==> src/common/z80_bus_pkg.sv <==
// ~~~~~~~~~~~~~~~~~~~~~~~~~~~~~~
// Z80 bus types for the memory pager
// the bus is sampled on fclk, and the
// zpos/zneg strobes mark Z80 clock edges
// ~~~~~~~~~~~~~~~~~~~~~~~~~~~~~~

package z80_bus_pkg;

	// Z80 bus as seen by the pager, control lines active low
	typedef struct packed
	{
		logic [15:0] za;     // address bus
		logic [7:0]  zd;     // data bus, only valid on writes
		logic        mreq_n; // memory request
		logic        iorq_n; // io request
		logic        rd_n;   // read strobe
		logic        wr_n;   // write strobe
		logic        m1_n;   // opcode fetch / int ack
	} z80_bus_t;

	// z80 clock edge strobes, one fclk cycle wide each
	// zpos marks the rising edge of zclk, zneg the falling one
	typedef struct packed
	{
		logic zpos;
		logic zneg;
	} z80_phase_t;

endpackage

==> src/common/mem_map_pkg.sv <==
// ~~~~~~~~~~~~~~~~~~~~~~~~~~~~~~
// paging types and constants
// page numbers, window index, xxF7 data
// formats, pentagon-1024 config and
// the per-window mapping and read-back
// ~~~~~~~~~~~~~~~~~~~~~~~~~~~~~~

package mem_map_pkg;

	typedef logic [7:0] page_t;    // number of a 16k page
	typedef logic [1:0] window_t;  // za[15:14]
	typedef logic       map_sel_t; // 7ffd rom bit picks the map

	// 1m format of the xxF7 byte (xFF7 ports)
	typedef struct packed
	{
		logic       dos_7ffd; // 7ffd bits go into the page
		logic       ramnrom;  // 1 = ram, 0 = rom
		logic [5:0] page_n;   // inverted page, upper bits forced
	} f7_1m_t;

	// xxF7 data byte, decoded per port address bit 11
	typedef union packed
	{
		f7_1m_t mb1; // x FF7 ports
		page_t  mb4; // x 7F7 ports, whole inverted page
	} f7_data_u;

	// pentagon-1024 configuration from 7ffd and eff7
	typedef struct packed
	{
		logic [5:0] pent1m_page;   // page bits of 7ffd
		logic       pent1m_rom;    // 7ffd d4
		logic       pent1m_ram0_0; // ram0 into window 0
		logic       pent1m_1m_on;  // 1m addressing through 7ffd
	} pent_cfg_t;

	// mapping of one window as used by the memory controller
	typedef struct packed
	{
		page_t page;
		logic  romnram; // 1 = rom chip
		logic  valid;   // mapping follows the port map, not a forced case
	} map_t;

	// xxBE read-back of one window
	typedef struct packed
	{
		page_t      page0;
		page_t      page1;
		logic [1:0] dos_7ffd; // per map
		logic [1:0] ramnrom;  // per map
	} pager_rd_t;

	localparam page_t       SERVICE_ROM_PAGE = 8'hFF;
	localparam page_t       NMI_RAM_PAGE     = 8'hFF;
	localparam page_t       RAM0_PAGE        = 8'h00;
	localparam logic [5:0]  DOS_ENTRY_HI     = 6'h3D; // za[13:8] of trdos entry
	localparam int          F7_1M_SEL_BIT    = 11;    // za bit, 1 = 1m format
	localparam int          STALL_CYCLES     = 4;
	localparam logic [7:0]  PORT_F7_LO       = 8'hF7;
	localparam logic [15:0] PORT_7FFD        = 16'h7FFD;
	localparam logic [15:0] PORT_EFF7        = 16'hEFF7;

endpackage

==> src/pager/atm_pager.sv <==
// ~~~~~~~~~~~~~~~~~~~~~~~~~~~~~~
// atm style pager for one 16k window
// holds two page maps (chosen by 7ffd rom bit)
// loaded from xxF7 writes, and computes the
// registered page of the window every cycle
// also flags trdos entry and exit fetches
// ~~~~~~~~~~~~~~~~~~~~~~~~~~~~~~

`timescale 1ns/10ps

module atm_pager
#(
	parameter mem_map_pkg::window_t window_index = 2'd0
)
(
	input  logic                   fclk,
	input  logic                   reset,

	input  z80_bus_pkg::z80_bus_t   bus,
	input  z80_bus_pkg::z80_phase_t phase,
	input  mem_map_pkg::pent_cfg_t  cfg,

	input  logic                   f7_wr,   // xxF7 write strobe
	input  mem_map_pkg::f7_data_u  f7_data,

	input  logic                   pager_off, // service rom everywhere
	input  logic                   in_nmi,    // last ram page at 0000
	input  logic                   dos,

	output mem_map_pkg::map_t      map,
	output mem_map_pkg::pager_rd_t rd_back,
	output logic                   dos_turn_on,
	output logic                   dos_turn_off
);

	mem_map_pkg::page_t    pages [2]; // one page per map
	logic [1:0]            ramnrom;   // 1 = ram
	logic [1:0]            dos_7ffd;  // 7ffd bits in ram map, dos bit in rom map

	mem_map_pkg::map_sel_t sel;
	mem_map_pkg::page_t    sel_page;
	mem_map_pkg::map_t     map_next;

	logic                  win_hit;
	logic                  m1_n_reg;   // m1_n at last zpos
	logic                  mreq_n_reg; // mreq_n at last zneg
	logic                  fetch_stb;  // start of an opcode fetch

	assign sel      = cfg.pent1m_rom;
	assign sel_page = pages[sel];
	assign win_hit  = (bus.za[15:14] == window_index);

	// xxF7 writes into the map chosen by the current rom bit
	always_ff @(posedge fclk)
	begin
		if (reset)
		begin
			pages[0] <= 8'hFF;
			pages[1] <= 8'hFF;
			ramnrom  <= 2'b00;
			dos_7ffd <= 2'b00;
		end
		else if (f7_wr && win_hit)
		begin
			if (bus.za[mem_map_pkg::F7_1M_SEL_BIT]) // xFF7, 1m format
			begin
				pages[sel]    <= ~{2'b11, f7_data.mb1.page_n};
				ramnrom[sel]  <= f7_data.mb1.ramnrom;
				dos_7ffd[sel] <= f7_data.mb1.dos_7ffd;
			end
			else // x7F7, 4m ram, dos_7ffd kept
			begin
				pages[sel]   <= ~f7_data.mb4;
				ramnrom[sel] <= 1'b1;
			end
		end
	end

	// page selection, forced cases first
	always_comb
	begin
		map_next.page    = sel_page;
		map_next.romnram = ~ramnrom[sel];
		map_next.valid   = 1'b1;

		if (pager_off)
		begin
			map_next.page    = mem_map_pkg::SERVICE_ROM_PAGE;
			map_next.romnram = 1'b1;
			map_next.valid   = 1'b0;
		end
		else if ((window_index == 2'd0) && in_nmi) // nmi beats ram0
		begin
			map_next.page    = mem_map_pkg::NMI_RAM_PAGE;
			map_next.romnram = 1'b0;
			map_next.valid   = 1'b0;
		end
		else if ((window_index == 2'd0) && cfg.pent1m_ram0_0)
		begin
			map_next.page    = mem_map_pkg::RAM0_PAGE;
			map_next.romnram = 1'b0;
			map_next.valid   = 1'b0;
		end
		else if (dos_7ffd[sel])
		begin
			if (ramnrom[sel] && cfg.pent1m_1m_on)
				map_next.page = {sel_page[7:6], cfg.pent1m_page}; // whole 1m from 7ffd
			else if (ramnrom[sel])
				map_next.page = {sel_page[7:3], cfg.pent1m_page[2:0]}; // 128k
			else
				map_next.page = {sel_page[7:1], dos}; // basic/dos rom pair
		end
	end

	always_ff @(posedge fclk)
	begin
		if (reset)
			map <= '{page: 8'hFF, romnram: 1'b1, valid: 1'b0};
		else
			map <= map_next;
	end

	assign rd_back.page0    = pages[0];
	assign rd_back.page1    = pages[1];
	assign rd_back.dos_7ffd = dos_7ffd;
	assign rd_back.ramnrom  = ramnrom;

	// m1 settles before zpos, mreq falls around zneg
	always_ff @(posedge fclk)
	begin
		if (reset)
		begin
			m1_n_reg   <= 1'b1;
			mreq_n_reg <= 1'b1;
		end
		else
		begin
			if (phase.zpos)
				m1_n_reg <= bus.m1_n;
			if (phase.zneg)
				mreq_n_reg <= bus.mreq_n;
		end
	end

	assign fetch_stb = phase.zneg && !m1_n_reg && !bus.mreq_n && mreq_n_reg;

	// entry is tracked by window 0 only, for any address below c000
	assign dos_turn_on = (window_index == 2'd0) && fetch_stb && !(&bus.za[15:14]) &&
		(bus.za[13:8] == mem_map_pkg::DOS_ENTRY_HI) && cfg.pent1m_rom;

	// exit on any fetch at 4000 and up, each window flags its own range
	assign dos_turn_off = (window_index != 2'd0) && fetch_stb && win_hit;

endmodule

==> src/pager/pager_bank.sv <==
// ~~~~~~~~~~~~~~~~~~~~~~~~~~~~~~
// bank of four window pagers
// keeps the trdos flag and the z80 clock
// stall after dos entry, and muxes the
// mapping and xxBE read-back of the
// addressed window
// ~~~~~~~~~~~~~~~~~~~~~~~~~~~~~~

`timescale 1ns/10ps

module pager_bank
(
	input  logic                   fclk,
	input  logic                   reset,

	input  z80_bus_pkg::z80_bus_t   bus,
	input  z80_bus_pkg::z80_phase_t phase,
	input  mem_map_pkg::pent_cfg_t  cfg,
	input  logic                   f7_wr,
	input  mem_map_pkg::f7_data_u  f7_data,
	input  logic                   pager_off,
	input  logic                   in_nmi,

	output mem_map_pkg::map_t      mem_map,
	output mem_map_pkg::pager_rd_t rd_back,
	output logic                   dos,
	output logic                   zclk_stall
);

	mem_map_pkg::map_t     map_w [4];
	mem_map_pkg::pager_rd_t rd_w [4];
	logic [3:0]            turn_on_w;
	logic [3:0]            turn_off_w;

	logic                  dos_turn_on;
	logic                  dos_turn_off;
	logic [2:0]            stall_cnt; // remaining stall cycles after turn-on
	mem_map_pkg::window_t  win;

	for (genvar i = 0; i < 4; i++)
	begin : g_win
		atm_pager #(
			.window_index(mem_map_pkg::window_t'(i))
		) u_pager (
			.fclk        (fclk),
			.reset       (reset),
			.bus         (bus),
			.phase       (phase),
			.cfg         (cfg),
			.f7_wr       (f7_wr),
			.f7_data     (f7_data),
			.pager_off   (pager_off),
			.in_nmi      (in_nmi),
			.dos         (dos),
			.map         (map_w[i]),
			.rd_back     (rd_w[i]),
			.dos_turn_on (turn_on_w[i]),
			.dos_turn_off(turn_off_w[i])
		);
	end

	assign dos_turn_on  = |turn_on_w;  // only window 0 ever drives it
	assign dos_turn_off = |turn_off_w;

	always_ff @(posedge fclk)
	begin
		if (reset)
			dos <= 1'b0;
		else if (dos_turn_on) // entry wins over exit
			dos <= 1'b1;
		else if (dos_turn_off)
			dos <= 1'b0;
	end

	// give the rom chip time to deliver the new data
	always_ff @(posedge fclk)
	begin
		if (reset)
			stall_cnt <= 3'd0;
		else if (dos_turn_on)
			stall_cnt <= 3'(mem_map_pkg::STALL_CYCLES - 1);
		else if (stall_cnt != 3'd0)
			stall_cnt <= stall_cnt - 3'd1;
	end

	assign zclk_stall = dos_turn_on || (stall_cnt != 3'd0);

	assign win     = bus.za[15:14];
	assign mem_map = map_w[win];
	assign rd_back = rd_w[win];

endmodule

==> src/rtl/zports.sv <==
// ~~~~~~~~~~~~~~~~~~~~~~~~~~~~~~
// z80 io write decoder for paging
// makes the xxF7 strobe and keeps the
// pentagon-1024 7ffd and eff7 latches
// ~~~~~~~~~~~~~~~~~~~~~~~~~~~~~~

`timescale 1ns/10ps

module zports
(
	input  logic                   fclk,
	input  logic                   reset,

	input  z80_bus_pkg::z80_bus_t   bus,
	input  z80_bus_pkg::z80_phase_t phase,

	output logic                   f7_wr,   // one cycle, same edge as the latches
	output mem_map_pkg::f7_data_u  f7_data,
	output mem_map_pkg::pent_cfg_t cfg
);

	logic iorq_n_reg; // iorq_n at previous zpos
	logic io_wr_stb;  // first zpos of an io write cycle

	always_ff @(posedge fclk)
	begin
		if (reset)
			iorq_n_reg <= 1'b1;
		else if (phase.zpos)
			iorq_n_reg <= bus.iorq_n;
	end

	// iorq falling edge seen at zpos, wr already low then
	assign io_wr_stb = phase.zpos && !bus.iorq_n && !bus.wr_n && iorq_n_reg;

	assign f7_wr   = io_wr_stb && (bus.za[7:0] == mem_map_pkg::PORT_F7_LO);
	assign f7_data = bus.zd; // pager picks the format by za[11]

	always_ff @(posedge fclk)
	begin
		if (reset)
		begin
			cfg <= '0;
		end
		else if (io_wr_stb)
		begin
			if (bus.za == mem_map_pkg::PORT_7FFD)
			begin
				// pentagon-1024 page bits d5,d7,d6,d2..d0
				cfg.pent1m_page <= {bus.zd[5], bus.zd[7:6], bus.zd[2:0]};
				cfg.pent1m_rom  <= bus.zd[4];
			end
			if (bus.za == mem_map_pkg::PORT_EFF7)
			begin
				cfg.pent1m_ram0_0 <= bus.zd[3];  // ram0 at 0000
				cfg.pent1m_1m_on  <= ~bus.zd[2]; // d2 low enables 1m mode
			end
		end
	end

endmodule

==> src/rtl/memory_pager_top.sv <==
// ~~~~~~~~~~~~~~~~~~~~~~~~~~~~~~
// memory pager top level
// port decoder feeding the pager bank,
// gives the memory controller the page
// of the addressed window
// ~~~~~~~~~~~~~~~~~~~~~~~~~~~~~~

`timescale 1ns/10ps

module memory_pager_top
(
	input  logic                   fclk,
	input  logic                   reset,

	input  z80_bus_pkg::z80_bus_t   bus,
	input  z80_bus_pkg::z80_phase_t phase,
	input  logic                   pager_off,
	input  logic                   in_nmi,

	output mem_map_pkg::map_t      mem_map,
	output mem_map_pkg::pager_rd_t rd_back,
	output logic                   dos,
	output logic                   zclk_stall // to the z80 clock generator
);

	logic                   f7_wr;
	mem_map_pkg::f7_data_u  f7_data;
	mem_map_pkg::pent_cfg_t cfg;

	zports u_zports (
		.fclk   (fclk),
		.reset  (reset),
		.bus    (bus),
		.phase  (phase),
		.f7_wr  (f7_wr),
		.f7_data(f7_data),
		.cfg    (cfg)
	);

	pager_bank u_bank (
		.fclk      (fclk),
		.reset     (reset),
		.bus       (bus),
		.phase     (phase),
		.cfg       (cfg),
		.f7_wr     (f7_wr),
		.f7_data   (f7_data),
		.pager_off (pager_off),
		.in_nmi    (in_nmi),
		.mem_map   (mem_map),
		.rd_back   (rd_back),
		.dos       (dos),
		.zclk_stall(zclk_stall)
	);

endmodule

==> config.mk <==
export PLATFORM = sky130hd
export DESIGN_NAME = memory_pager_top
export DESIGN_NICKNAME = d
export VERILOG_FILES = /design/src/common/z80_bus_pkg.sv /design/src/common/mem_map_pkg.sv /design/src/pager/atm_pager.sv /design/src/pager/pager_bank.sv /design/src/rtl/zports.sv /design/src/rtl/memory_pager_top.sv
export SDC_FILE = /design/constraint.sdc
export NUM_CORES = 1
export LEC_CHECK = 0
export ABC_AREA = 1
export BUFFER_PORTS_ARGS = -buffer_cell sky130_fd_sc_hd__buf_2
export CORE_AREA = 3 3 120 122
export DETAILED_ROUTE_END_ITERATION = 10
export DIE_AREA = 0 0 123 125
export GPL_TIMING_DRIVEN = 0
export PLACE_DENSITY = 0.74
export REMOVE_ABC_BUFFERS = 1
export SLEW_MARGIN = 10
export SYNTH_ARGS = -nofsm -noshare
export SYNTH_HDL_FRONTEND = slang
export SYNTH_HIERARCHICAL = 1
export SYNTH_SLANG_ARGS = --single-unit
==> constraint.sdc <==
create_clock -name fclk -period 6.3 [get_ports fclk]
set_input_delay 0.63 -clock fclk [delete_from_list [all_inputs] [get_ports fclk]]
set_output_delay 0.63 -clock fclk [all_outputs]
set_load 0.005 [all_outputs]
Word level (Yosys, flattened, before mapping)
Memory sizes are Yosys's and may differ from the RTL's. A register that Yosys moved wholly into a read port is not among the register bits.
Cells that the tools add are included.
- multiplexer cells: 110
- equal/unequal tests: 7
- bitwise gates (word level): 16
- add/sub/neg operators: 1
- order comparisons: 3
- reduce and logical (&&, ||, !) cells: 47
- operators with widths (cell ; count):
    $mux W8 ; 9
    $mux W1 ; 66
    $mux W6 ; 8
    $bmux W20 S2 ; 1
    $mux W20 ; 2
    $reduce_or A8 Y1 ; 4
    $logic_and A1 B1 Y1 ; 22
    $bmux W10 S2 ; 1
    $mux W10 ; 2
    $bwmux W2 ; 8
    $eq A16 B15 Y1 const B ; 1
    $eq A16 B16 Y1 const B ; 1
    $mux W2 ; 8
    $not A8 Y8 ; 2
    $reduce_and A2 Y1 ; 7
    $mux W3 ; 4
    $eq A8 B8 Y1 const B ; 1
    $or A2 B2 Y2 ; 4
    $eq A6 B6 Y1 const B ; 1
    $reduce_or A3 Y1 ; 2
    $logic_not A1 Y1 ; 5
    $not A1 Y1 ; 5
    $eq A2 B2 Y1 const B ; 2
    $or A1 B1 Y1 ; 4
    12 further kinds ; 14
- bits of input ports: 35
- memory bits (writable): 64
- flip-flop bits (word level): 72
- memories: 4
- memories (name ; words ; width ; read ports ; clocked after Yosys merged registers in ; wr ports ; line ; RTL):
    u_bank.g_win[0].u_pager.pages ; 2 ; 8 ; 3 ; 1 ; 2 ; atm_pager.sv:36 ; mem_map_pkg::page_t pages [2];
    u_bank.g_win[1].u_pager.pages ; 2 ; 8 ; 3 ; 1 ; 2 ; atm_pager.sv:36 ;
    u_bank.g_win[2].u_pager.pages ; 2 ; 8 ; 3 ; 1 ; 2 ; atm_pager.sv:36 ;
    u_bank.g_win[3].u_pager.pages ; 2 ; 8 ; 3 ; 1 ; 2 ; atm_pager.sv:36 ;

Depth between registers and ports, before layout
Gate-level depths: netlist of run 1.
- depth after elaboration: 12
- depth in mapped cells: 11
- mapped depth without buffers: 11

Cells and area by module
Netlist of run 1, hierarchy kept.
- by module, submodules not included (module ; times used ; area an instance (um2) ; cells an instance):
    atm_pager (u_bank.g_win[0].u_pager) ; 1 ; 1416.4 ; 157
    atm_pager (u_bank.g_win[1].u_pager) ; 1 ; 1382.6 ; 148
    atm_pager (u_bank.g_win[2].u_pager) ; 1 ; 1375.1 ; 150
    atm_pager (u_bank.g_win[3].u_pager) ; 1 ; 1325.0 ; 148
    pager_bank ; 1 ; 1133.6 ; 209
    zports ; 1 ; 698.2 ; 114

Least setup slack after synthesis of run 1
Ideal clock, no wire load.
- path type: input to register
- start: input port bus[3] (netlist name)
- end: memory u_bank/g_win[0].u_pager/pages[1][0] (netlist name) (enable)
- setup slack: 3.774 ns
- data arrival time: 2.142 ns
- library setup time: 0.384 ns
- data required time: 5.916 ns
- stages on the path: 7
- path through: inv_1 -> nand2_2 -> nor2_4 -> nand2_2 -> nor2_2 -> nand2_2 -> o21ai_0
- RTL lines (item ; line ; RTL):
    start, declared ; memory_pager_top.sv:15 ; input z80_bus_pkg::z80_bus_t bus,
    end, declared ; atm_pager.sv:36 ;

==> flow_metrics.py, run 1 <==
metrics = {
    "status": {
        "status": "finished clean",
    },
    "detailed_routing": {
        "drtIter0Drc": 740,
        "wl_per_cell_um": 17.9,
        "firstDrtPassIters": 5,
        "num_vias": 6599,
        "vias_per_cell": 5.69,
        "ant_nets": 0,
        "wl_um": 20700,
        "drc": 0,
    },
    "grt": {
        "grt.overflow.total": 0,
        "antenna_found_initial": 0,
        "grt_max_degree": 70,
        "grt_use_total_pct": 27.2,
        "grt_pass1_wl_um": 31900,
        "grt_pass1_vias": 6096,
    },
    "yosys": {
        "syn_area_mm2": 0.00733,
        "syn_avg_cell_area_um2": 7.92,
        "synth_compound_area_share_pct": 9.85,
        "ys_top_cells_by_area": "edfxtp_1 26%, dfxtp_1 21%, nand2_1 13%, nor2_1 5.8%, nand3_1 4.6%",
        "seq_area_frac_synth_pct": 47.5,
        "synthMuxAreaShare_pct": 0,
        "synthAdderAreaFrac_pct": 0.341,
        "yosysTopAreaCellShare_pct": 26.2,
        "ys_warn_count": 6,
        "synth_top_family_by_area": "simple AND/OR/NAND/NOR gates",
        "synthXorXnorAreaFrac_pct": 0.119,
        "synth-seq-cells": 142,
        "synth-simple-area-share_pct": 33.2,
        "syn-instance-count": 926,
        "synth.distinct_cells": 42,
        "yosysTopAreaCell": "edfxtp_1",
    },
    "timing": {
        "setup_viol": 0,
        "finalMaxSlewViolations": 0,
        "fin_skew_ns": 0.00529,
        "finalCriticalPeriod_ns": 3.30,
        "finalHoldWorstSlack_ns": 0.473,
        "min_period_over_period_pct": 52.3,
        "hold_viol_final": 0,
        "worstMarginPinSlew_ns": 1.06,
        "slew_headroom_pct": 29.1,
        "rsz0062_at_grt": "false",
        "final.setup.tns_ns": 0,
        "max_freq_mhz": 303,
    },
    "power_and_ir_drop": {
        "power.density_mw_per_mm2": 257,
        "p_leak_nw": 3.13,
        "peakVddDrop_uv": 191,
    },
    "finish": {
        "top_regs": "u_bank/g_win.u_pager/pages (64), u_bank/g_win.u_pager/map (40), u_zports/cfg (9)",
        "antenna-diode-count": 0,
        "largest_register": "u_bank/g_win.u_pager/pages",
        "layout-drive-gt1-share_pct": 16.8,
        "syn_to_final_growth_pct": 11.2,
        "stdcell_count": 1159,
        "largest_reg_flops": 64,
        "finalNetCount": 1007,
    },
    "floorplan": {
        "start_util_pct": 55.1,
        "rows": 42,
        "ios": 67,
        "die_h_um": 125,
        "die_w_um": 123,
        "placeableCoreArea_mm2": 0.0133,
        "die_area_mm2": 0.0154,
    },
    "placed_design": {
        "dp_hpwl_um": 14000,
        "io_buffers": 65,
        "finalWeightedCongestion": 0.901,
        "dp_cells": 1127,
    },
    "clocking": {
        "cts.path.max_buffers": 2,
        "htreeDepth": 4,
        "clk_pin_slew_ns": 0.05,
        "cts_tree": "yes",
        "clk_latency_ns": 0.42,
        "ctsResizeCount": 0,
        "cts_setup_buffers": 0,
        "ctsHoldBuffers": 0,
        "cts_buffers": 17,
        "cts_num_sinks": 142,
        "cts-root-buf": "clkbuf_16",
    },
    "hold_path": {
        "holdCritStartpoint": "u_bank/g_win[0].u_pager/mreq_n_reg",
        "hp-class": "register to register",
    },
    "flow_run": {
        "drv_cap": 0,
    },
    "critical_path": {
        "end_kind": "primary output",
        "crit_slowest_cell": "inv_1",
        "worstPathMaxFanout": 42,
        "crit_chain": "buf_2 -> inv_1 -> o21ai_1 -> o22ai_1 -> buf_2",
        "cpMostUsedCell": "buf_2",
        "critical_path.startpoint_type": "input port",
        "worst_ep_required_time_ns": 5.67,
        "crit_arrival_ns": 2.67,
        "worstReg2RegStart": "u_zports/iorq_n_reg",
        "crit_start": "bus[28]",
        "max_stage_delay_ns": 0.74,
        "path_class": "input port to primary output",
    },
}
cells in the mapped netlist, drive strengths merged:
cell type / number
dfxtp: 78
nor2: 133
xnor2: 1
nor3: 12
edfxtp: 64
or2: 4
a21oi: 13
clkinv: 4
buf: 41
a31oi: 2
inv: 71
o21bai: 1
ha: 2
nand2: 277
nand3: 75
nor4: 1
nand4: 21
o21ai: 89
nand3b: 2
conb: 4
o22ai: 30
nor3b: 1
report_power, final:
part / internal (mW) / total, mW / switching (mW)
combinational: 0.0407 / 0.146 / 0.105
clock: 0.587 / 0.973 / 0.386
sequential: 0.970 / 0.975 / 0.00496
total: 1.60 / 2.09 / 0.496
cell type report:
class                      count  area (um2)
clock buffer                  22         518
clock inverter                10        73.8
fill                        1195        5150
inverter                      75         300
multi-input combinational    668        3200
sequential                   142        3480
tap                          176         220
timing repair buffer          66         348
routing by layer:
layer / part of all wire (%) / track usage (%) / vias to the layer above
li1: - / - / 3152
met1: 41 / 37.8 / 3068
met2: 46 / 41.7 / 327
met3: 9.7 / 5.65 / 52
met4: 3.1 / 10.8 / 0
met5: 0 / 0 / -
logic make-up after synthesis:
| family | count (synthesis) |
|---|---|
| compound gates | 135 |
| xor+xnor | 1 |
| fa+ha+maj | 2 |
| buf+inv | 116 |
| flops | 142 |
| other cells | 4 |
| simple gates | 526 |
per-stage QoR:
step / util [%] / setup WS, ns / total power, mW / area (um2)
floorplan: - / 3.61 / 1.06 / 6990
global placement: 56.7 / 2.38 / 1.13 / 7530
detailed placement: 56.8 / 3.00 / 1.14 / 7550
CTS: 61.3 / 3.08 / 2.10 / 8150
global route: 61.3 / 2.91 / 2.16 / 8150
finish: 61.3 / 3.00 / 2.09 / 8150
placed cells by master (no fill, tap or decap), types with 2 or more instances in the layout:
cell type	n
a21oi_1	13
a31oi_1	2
buf_2	64
clkbuf_16	20
clkinv_1	2
clkinv_2	4
clkinv_4	5
conb_1	4
dfxtp_1	77
edfxtp_1	64
ha_1	2
inv_1	59
inv_2	9
inv_4	3
inv_6	2
nand2_1	256
nand2_2	16
nand2_4	5
nand3_1	68
nand3_2	4
nand3_4	3
nand3b_1	2
nand4_1	20
nor2_1	114
nor2_2	7
nor2_4	12
nor3_1	10
o21ai_0	51
o21ai_1	37
o22ai_1	30
or2_1	2
or2_2	2
worst max-delay path, delay by kind of cell:
kind / cells / cell delay (ns)
compound gates: 2 / 0.51
buf+inv: 3 / 1.51
final timing paths:
check / endpoint / slack, ns / cells past startpoint
worst min-delay path: u_bank/g_win[0].u_pager/mreq_n_reg / 0.47 / 2
worst min register to register: u_bank/g_win[0].u_pager/mreq_n_reg / 0.47 / 2
worst max-delay path: rd_back[12] / 3.00 / 5
worst max register to register: u_bank/g_win[3].u_pager/pages[1][6] / 3.86 / 8
(Power assumes the default switching activity.)
==> run 2, diff against run 1 <==
--- a/config.mk
+++ b/config.mk
@@ -5,13 +5,13 @@
 export SDC_FILE = /design/constraint.sdc
 export NUM_CORES = 1
 export LEC_CHECK = 0
-export ABC_AREA = 1
+export ABC_AREA = 0
 export BUFFER_PORTS_ARGS = -buffer_cell sky130_fd_sc_hd__buf_2
 export CORE_AREA = 3 3 120 122
 export DETAILED_ROUTE_END_ITERATION = 10
 export DIE_AREA = 0 0 123 125
 export GPL_TIMING_DRIVEN = 0
-export PLACE_DENSITY = 0.74
+export PLACE_DENSITY = 0.76
 export REMOVE_ABC_BUFFERS = 1
 export SLEW_MARGIN = 10
 export SYNTH_ARGS = -nofsm -noshare
==> constraint.sdc (replaced) <==
create_clock -name fclk -period 2.6 [get_ports fclk]
set_input_delay 0.26 -clock fclk [delete_from_list [all_inputs] [get_ports fclk]]
set_output_delay 0.26 -clock fclk [all_outputs]
set_load 0.005 [all_outputs]
==> flow_metrics.py, run 2 <==
metrics = {
    "finish": {
        "largest_reg_flops": 64,
        "layout-drive-gt1-share_pct": 26.2,
        "syn_to_final_growth_pct": 12.6,
        "largest_register": "u_bank/g_win.u_pager/pages",
        "antenna-diode-count": 0,
        "final_common_cell": "dfxtp_1",
        "fillers": 1038,
        "top_regs": "u_bank/g_win.u_pager/pages (64), u_bank/g_win.u_pager/map (40), u_zports/cfg (9)",
        "layout_common_cells": "77 x dfxtp_1, 67 x nand2_1, 64 x edfxtp_1",
        "stdcell_count": 837,
        "finalNetCount": 685,
    },
    "power_and_ir_drop": {
        "power.density_mw_per_mm2": 609,
        "swShare_pct": 20.7,
        "peakVddDrop_uv": 418,
        "pwr-share-seq_pct": 47.6,
        "p_int_mw": 3.93,
        "p_comb_share_pct": 5.6,
        "p_sw_mw": 1.03,
        "p_leak_nw": 2.69,
        "p_clk_share_pct": 46.8,
    },
    "timing": {
        "worstMarginPinSlew_ns": 1.13,
        "rsz0062_at_grt": "false",
        "finalMaxSlewViolations": 0,
        "fin_ws_ns": 0.169,
        "fin_skew_ns": 0.00467,
        "hold_viol_final": 0,
        "setup_viol": 0,
        "min_period_over_period_pct": 93.5,
        "finalCriticalPeriod_ns": 2.43,
        "max_freq_mhz": 411,
        "slew_headroom_pct": 24.9,
    },
    "yosys": {
        "synth_top_family_by_area": "simple AND/OR/NAND/NOR gates",
        "seq_area_frac_synth_pct": 48.2,
        "synth_edf_count": 64,
        "synth-seq-cells": 142,
        "yosysTopAreaCell": "edfxtp_1",
        "synthMuxAreaShare_pct": 17.8,
        "synth-simple-area-share_pct": 19.8,
        "synth.distinct_cells": 65,
        "synthAdderAreaFrac_pct": 0.346,
        "synth_most_common_cell": "dfxtp_1",
        "syn-instance-count": 596,
        "synth_compound_area_share_pct": 8.56,
        "synthTopCellsByCount": "78 x dfxtp_1, 67 x nand2_1, 64 x edfxtp_1",
        "ys_async_sr_fraction_pct": 0,
        "syn_area_mm2": 0.00722,
        "ys_top_cells_by_area": "edfxtp_1 27%, dfxtp_1 22%, mux4_2 9.4%, mux2i_1 6.7%, nand2_1 3.5%",
        "ys_warn_count": 6,
        "yosysTopAreaCellShare_pct": 26.6,
        "syn_avg_cell_area_um2": 12.1,
        "ys.flop_type": "dfxtp_1",
        "synthXorXnorAreaFrac_pct": 0.121,
    },
    "grt": {
        "grt_pass1_vias": 4941,
        "grt_pass1_wl_um": 27600,
        "grt.overflow.total": 0,
        "grt_use_met2_pct": 38.0,
        "busiest_layer": "met2",
        "use_met3_pct": 4.65,
        "use_met1_pct": 31.8,
        "grt_max_degree": 73,
        "grt_use_total_pct": 23.7,
        "antenna_found_initial": 0,
    },
    "detailed_routing": {
        "drtIter0Drc": 715,
        "ant_nets": 0,
        "wl_um": 17900,
        "vias_per_cell": 6.13,
        "wl_per_cell_um": 21.4,
        "firstDrtPassIters": 5,
        "drc": 0,
        "num_vias": 5127,
    },
    "hold_path": {
        "holdCritStartpoint": "in_nmi",
        "worstHoldPathCells": 2,
        "hold_path_end": "u_bank/g_win[0].u_pager/map[0]",
        "hp-class": "input port to register",
    },
    "critical_path": {
        "r2r_end": "u_bank/g_win[3].u_pager/pages[0][3]",
        "max_stage_delay_ns": 0.56,
        "crit_slowest_cell": "dfxtp_4",
        "worstPathMaxFanout": 47,
        "r2r.worst_path.cells": 7,
        "end_kind": "primary output",
        "crit_arrival_ns": 2.17,
        "worst-r2r-setup-slack_ns": 0.19,
        "worst_ep_required_time_ns": 2.34,
        "worstReg2RegStart": "u_zports/iorq_n_reg",
        "critical_path.startpoint_type": "register",
        "crit_buf_inv": 2,
        "crit_chain": "buf_16 -> nand4b_1 -> a2111oi_4 -> nor4_4 -> nand3b_1 -> buf_2",
        "path_class": "register to primary output",
        "cp_top_family": "flip-flops",
    },
    "clocking": {
        "cts_buffers": 17,
        "cts_num_sinks": 142,
        "ctsHoldBuffers": 0,
        "htreeDepth": 4,
        "cts.path.max_buffers": 2,
        "cts-root-buf": "clkbuf_16",
        "clk_pin_slew_ns": 0.05,
        "clk_latency_ns": 0.41,
        "cts_tree": "yes",
    },
    "placed_design": {
        "finalWeightedCongestion": 0.861,
        "dp_cells": 800,
        "dp_hpwl_um": 12100,
        "place_ws_ns": -0.173,
        "io_buffers": 65,
    },
    "flow_run": {
        "drv_cap": 0,
    },
    "floorplan": {
        "start_util_pct": 54.3,
        "die_w_um": 123,
        "ios": 67,
        "placeableCoreArea_mm2": 0.0133,
        "rows": 42,
        "die_area_mm2": 0.0154,
        "die_h_um": 125,
    },
    "status": {
        "status": "finished clean",
    },
}
-- run 2: cell types whose count changed after synthesis, sizes merged, moves of 10 or more --
cell,change
nand2,-210
nor2,-112
nand3,-69
o21ai,-66
inv,-60
mux2i,+49
nand2b,+33
mux4,+30
o22ai,-30
nor2b,+22
nand4,-17
and3,+10
-- run 2: cell type report --
type                       count  area, um2  share of cell area, %
multi-input combinational    404       3410                   42.0
sequential                   142       3490                   42.9
clock buffer                  21        440                   5.41
tap                          176        220                   2.71
timing repair buffer          72        410                   5.04
inverter                      11       41.3                  0.507
clock inverter                11        123                   1.51
-- run 2: per-stage QoR --
stage	area, um2	utilization (%)	setup TNS, ns	hold slack (ns)	total power [mW]
2_1_floorplan	6910	-	-93.51	0.329	2.53
3_3_place_gp	7450	56.0	-255.66	0.473	2.67
3_5_place_dp	7500	56.4	-1.60	0.476	2.68
4_1_cts	8090	60.8	0	0.0346	4.99
5_1_grt	8140	61.2	0	0.0544	5.12
6_report	8140	61.2	0	0.0532	4.96
-- run 2: cells by family after synthesis --
group / after synthesis
buf+inv: 50
fa+ha+maj: 2
xor+xnor: 1
mux: 88
other cells: 4
flops: 142
simple gates: 225
compound gates: 84
-- run 2: power groups by stage --
stage | logic [mW] | clock network [mW] | registers (mW)
3_3_place_gp | 0.265 | 0 | 2.41
4_1_cts | 0.276 | 2.35 | 2.36
2_1_floorplan | 0.126 | 0 | 2.40
6_report | 0.276 | 2.32 | 2.36
5_1_grt | 0.301 | 2.46 | 2.36
3_5_place_dp | 0.271 | 0 | 2.41
-- run 2: worst max path at each step --
stage          slack, ns  depth (start not counted)                                   to       startpoint
2_1_floorplan      -1.02                          4                           zclk_stall  u_zports/cfg[2]
3_3_place_gp       -1.99                          2  u_bank/g_win[3].u_pager/pages[1][5]  u_zports/cfg[2]
3_5_place_dp       -0.17                          7  u_bank/g_win[3].u_pager/pages[1][6]         phase[1]
6_report            0.17                          6                           zclk_stall  u_zports/cfg[2]
4_1_cts             0.03                          6                           zclk_stall  u_zports/cfg[2]
5_1_grt             0.04                          6                           zclk_stall  u_zports/cfg[2]
-- run 2: timing repair --
action / in CTS / in global routing
endpoints found under the setup margin: 3 / 4
setup buffers: 0 / 5
pin swaps: 0 / 3
resized for setup: 4 / 0
-- run 2: layer usage --
| layer | up-vias | share of wire, % |
|---|---|---|
| li1 | 2304 | - |
| met1 | 2526 | 40 |
| met2 | 259 | 49 |
| met3 | 38 | 7.7 |
| met4 | 0 | 2.7 |
| met5 | - | 0 |
==> run 3, diff against run 2 <==
--- a/config.mk
+++ b/config.mk
@@ -12,6 +12,7 @@
 export DIE_AREA = 0 0 123 125
 export GPL_TIMING_DRIVEN = 0
 export PLACE_DENSITY = 0.76
+export RECOVER_POWER = 100
 export REMOVE_ABC_BUFFERS = 1
 export SLEW_MARGIN = 10
 export SYNTH_ARGS = -nofsm -noshare
==> flow_metrics.py, run 3 (synthesis gave the netlist of run 2 again) <==
metrics = {
    "finish": {
        "layout_common_cells": "77 x dfxtp_1, 67 x nand2_1, 64 x edfxtp_1",
        "final_common_cell": "dfxtp_1",
        "finalNetCount": 685,
        "syn_to_final_growth_pct": 11.1,
        "largest_reg_flops": 64,
        "final_util_pct": 60.4,
        "antenna-diode-count": 0,
        "layout-drive-gt1-share_pct": 22.4,
        "largest_register": "u_bank/g_win.u_pager/pages",
        "top_regs": "u_bank/g_win.u_pager/pages (64), u_bank/g_win.u_pager/map (40), u_zports/cfg (9)",
        "stdcell_count": 837,
    },
    "detailed_routing": {
        "vias_per_cell": 6.20,
        "wl_um": 18000,
        "wl_per_cell_um": 21.5,
        "drtIter0Drc": 632,
        "ant_nets": 0,
        "firstDrtPassIters": 5,
        "num_vias": 5189,
        "drc": 0,
    },
    "timing": {
        "fin_skew_ns": 0.00575,
        "finalMaxSlewViolations": 0,
        "min_period_over_period_pct": 96.9,
        "final.setup.tns_ns": 0,
        "max_freq_mhz": 397,
        "worstMarginPinSlew_ns": 1.32,
        "finalCriticalPeriod_ns": 2.52,
        "setup_viol": 0,
        "slew_headroom_pct": 11.8,
        "hold_viol_final": 0,
        "rsz0062_at_grt": "false",
    },
    "grt": {
        "antenna_found_initial": 0,
        "grt_use_total_pct": 23.7,
        "grt_pass1_vias": 4941,
        "grt.overflow.total": 0,
        "grt_pass1_wl_um": 27600,
        "grt_max_degree": 73,
    },
    "flow_run": {
        "drv_cap": 0,
    },
    "power_and_ir_drop": {
        "power.density_mw_per_mm2": 617,
        "p_leak_nw": 2.56,
        "peakVddDrop_uv": 420,
    },
    "critical_path": {
        "end_kind": "register",
        "worst_ep_required_time_ns": 2.76,
        "path_class": "register to register",
        "critical_path.startpoint_type": "register",
        "crit_arrival_ns": 2.68,
        "worstPathMaxFanout": 7,
    },
    "placed_design": {
        "dp_cells": 800,
        "dp_hpwl_um": 12100,
        "finalWeightedCongestion": 0.861,
        "io_buffers": 65,
    },
    "clocking": {
        "htreeDepth": 4,
        "clk_latency_ns": 0.42,
        "clk_pin_slew_ns": 0.06,
        "cts-root-buf": "clkbuf_16",
        "cts.path.max_buffers": 2,
        "cts_num_sinks": 142,
        "cts_buffers": 17,
        "cts_tree": "yes",
        "ctsHoldBuffers": 0,
    },
    "hold_path": {
        "hp-class": "input port to register",
    },
    "floorplan": {
        "ios": 67,
        "start_util_pct": 54.3,
        "die_h_um": 125,
        "rows": 42,
        "placeableCoreArea_mm2": 0.0133,
        "die_area_mm2": 0.0154,
        "die_w_um": 123,
    },
    "status": {
        "status": "finished clean",
    },
}
run 3: metal layers:
metal  vias to the layer above  global-route usage [%]  share of wire (%)
li1                       2308                       -                  -
met1                      2563                    31.8                 40
met2                       278                    38.0                 49
met3                        40                    4.65                8.1
met4                         0                    9.51                3.0
met5                         -                       0                  0
run 3: where the power goes:
group	internal [mW]	switching (mW)	total (mW)	leakage, nW
registers	2.35	0.0108	2.36	1.08
clock network	1.48	0.839	2.32	0.274
logic	0.0985	0.172	0.271	1.21
total	3.93	1.02	4.95	2.56
run 3: area by class of cell:
| type | count | area [um2] |
|---|---|---|
| multi-input cells | 404 | 3330 |
| clock inverters | 11 | 123 |
| repair buffers | 72 | 384 |
| flip-flops and latches | 142 | 3490 |
| inverters | 11 | 41.3 |
| well taps | 176 | 220 |
| fillers | 1065 | 5270 |
| clock buffers | 21 | 440 |
run 3: timing repair:
action                                 4_1_cts  5_1_grt
pin swaps                                    0        3
endpoints found under the hold margin        0        0
setup buffers                                0        5
resized for setup                            4        0
setup endpoints to repair                    3        4
cloned                                       0        0
run 3: final timing paths:
path / start / endpoint / slack [ns] / cells past startpoint
worst min-delay path: in_nmi / u_bank/g_win[0].u_pager/map[0] / 0.04 / 2
worst min register to register: u_bank/g_win[0].u_pager/mreq_n_reg / u_bank/g_win[0].u_pager/mreq_n_reg / 0.51 / 2
worst max-delay path: u_zports/iorq_n_reg / u_bank/g_win[3].u_pager/pages[0][3] / 0.08 / 7
worst max register to register: u_zports/iorq_n_reg / u_bank/g_win[3].u_pager/pages[0][3] / 0.08 / 7
run 3: per-stage QoR:
step	worst slack, ns	instance area (um2)	hold WS, ns	power [mW]
finish	0.0798	8030	0.0415	4.95
global route	0.0256	8030	0.0496	5.12
CTS	0.0274	8090	0.0346	4.99
detailed placement	-0.173	7500	0.476	2.68
global placement	-1.99	7450	0.473	2.67
floorplan	-1.02	6910	0.329	2.53
run 3: critical path, stage by stage (launching register included):
cell,delay [ns]
dfxtp_1,0.32
nand4bb_1,0.18
nor4_4,0.39
buf_4,0.24
nand3_1,0.16
nor3_2,0.62
clkbuf_1,0.26
nand2_1,0.09
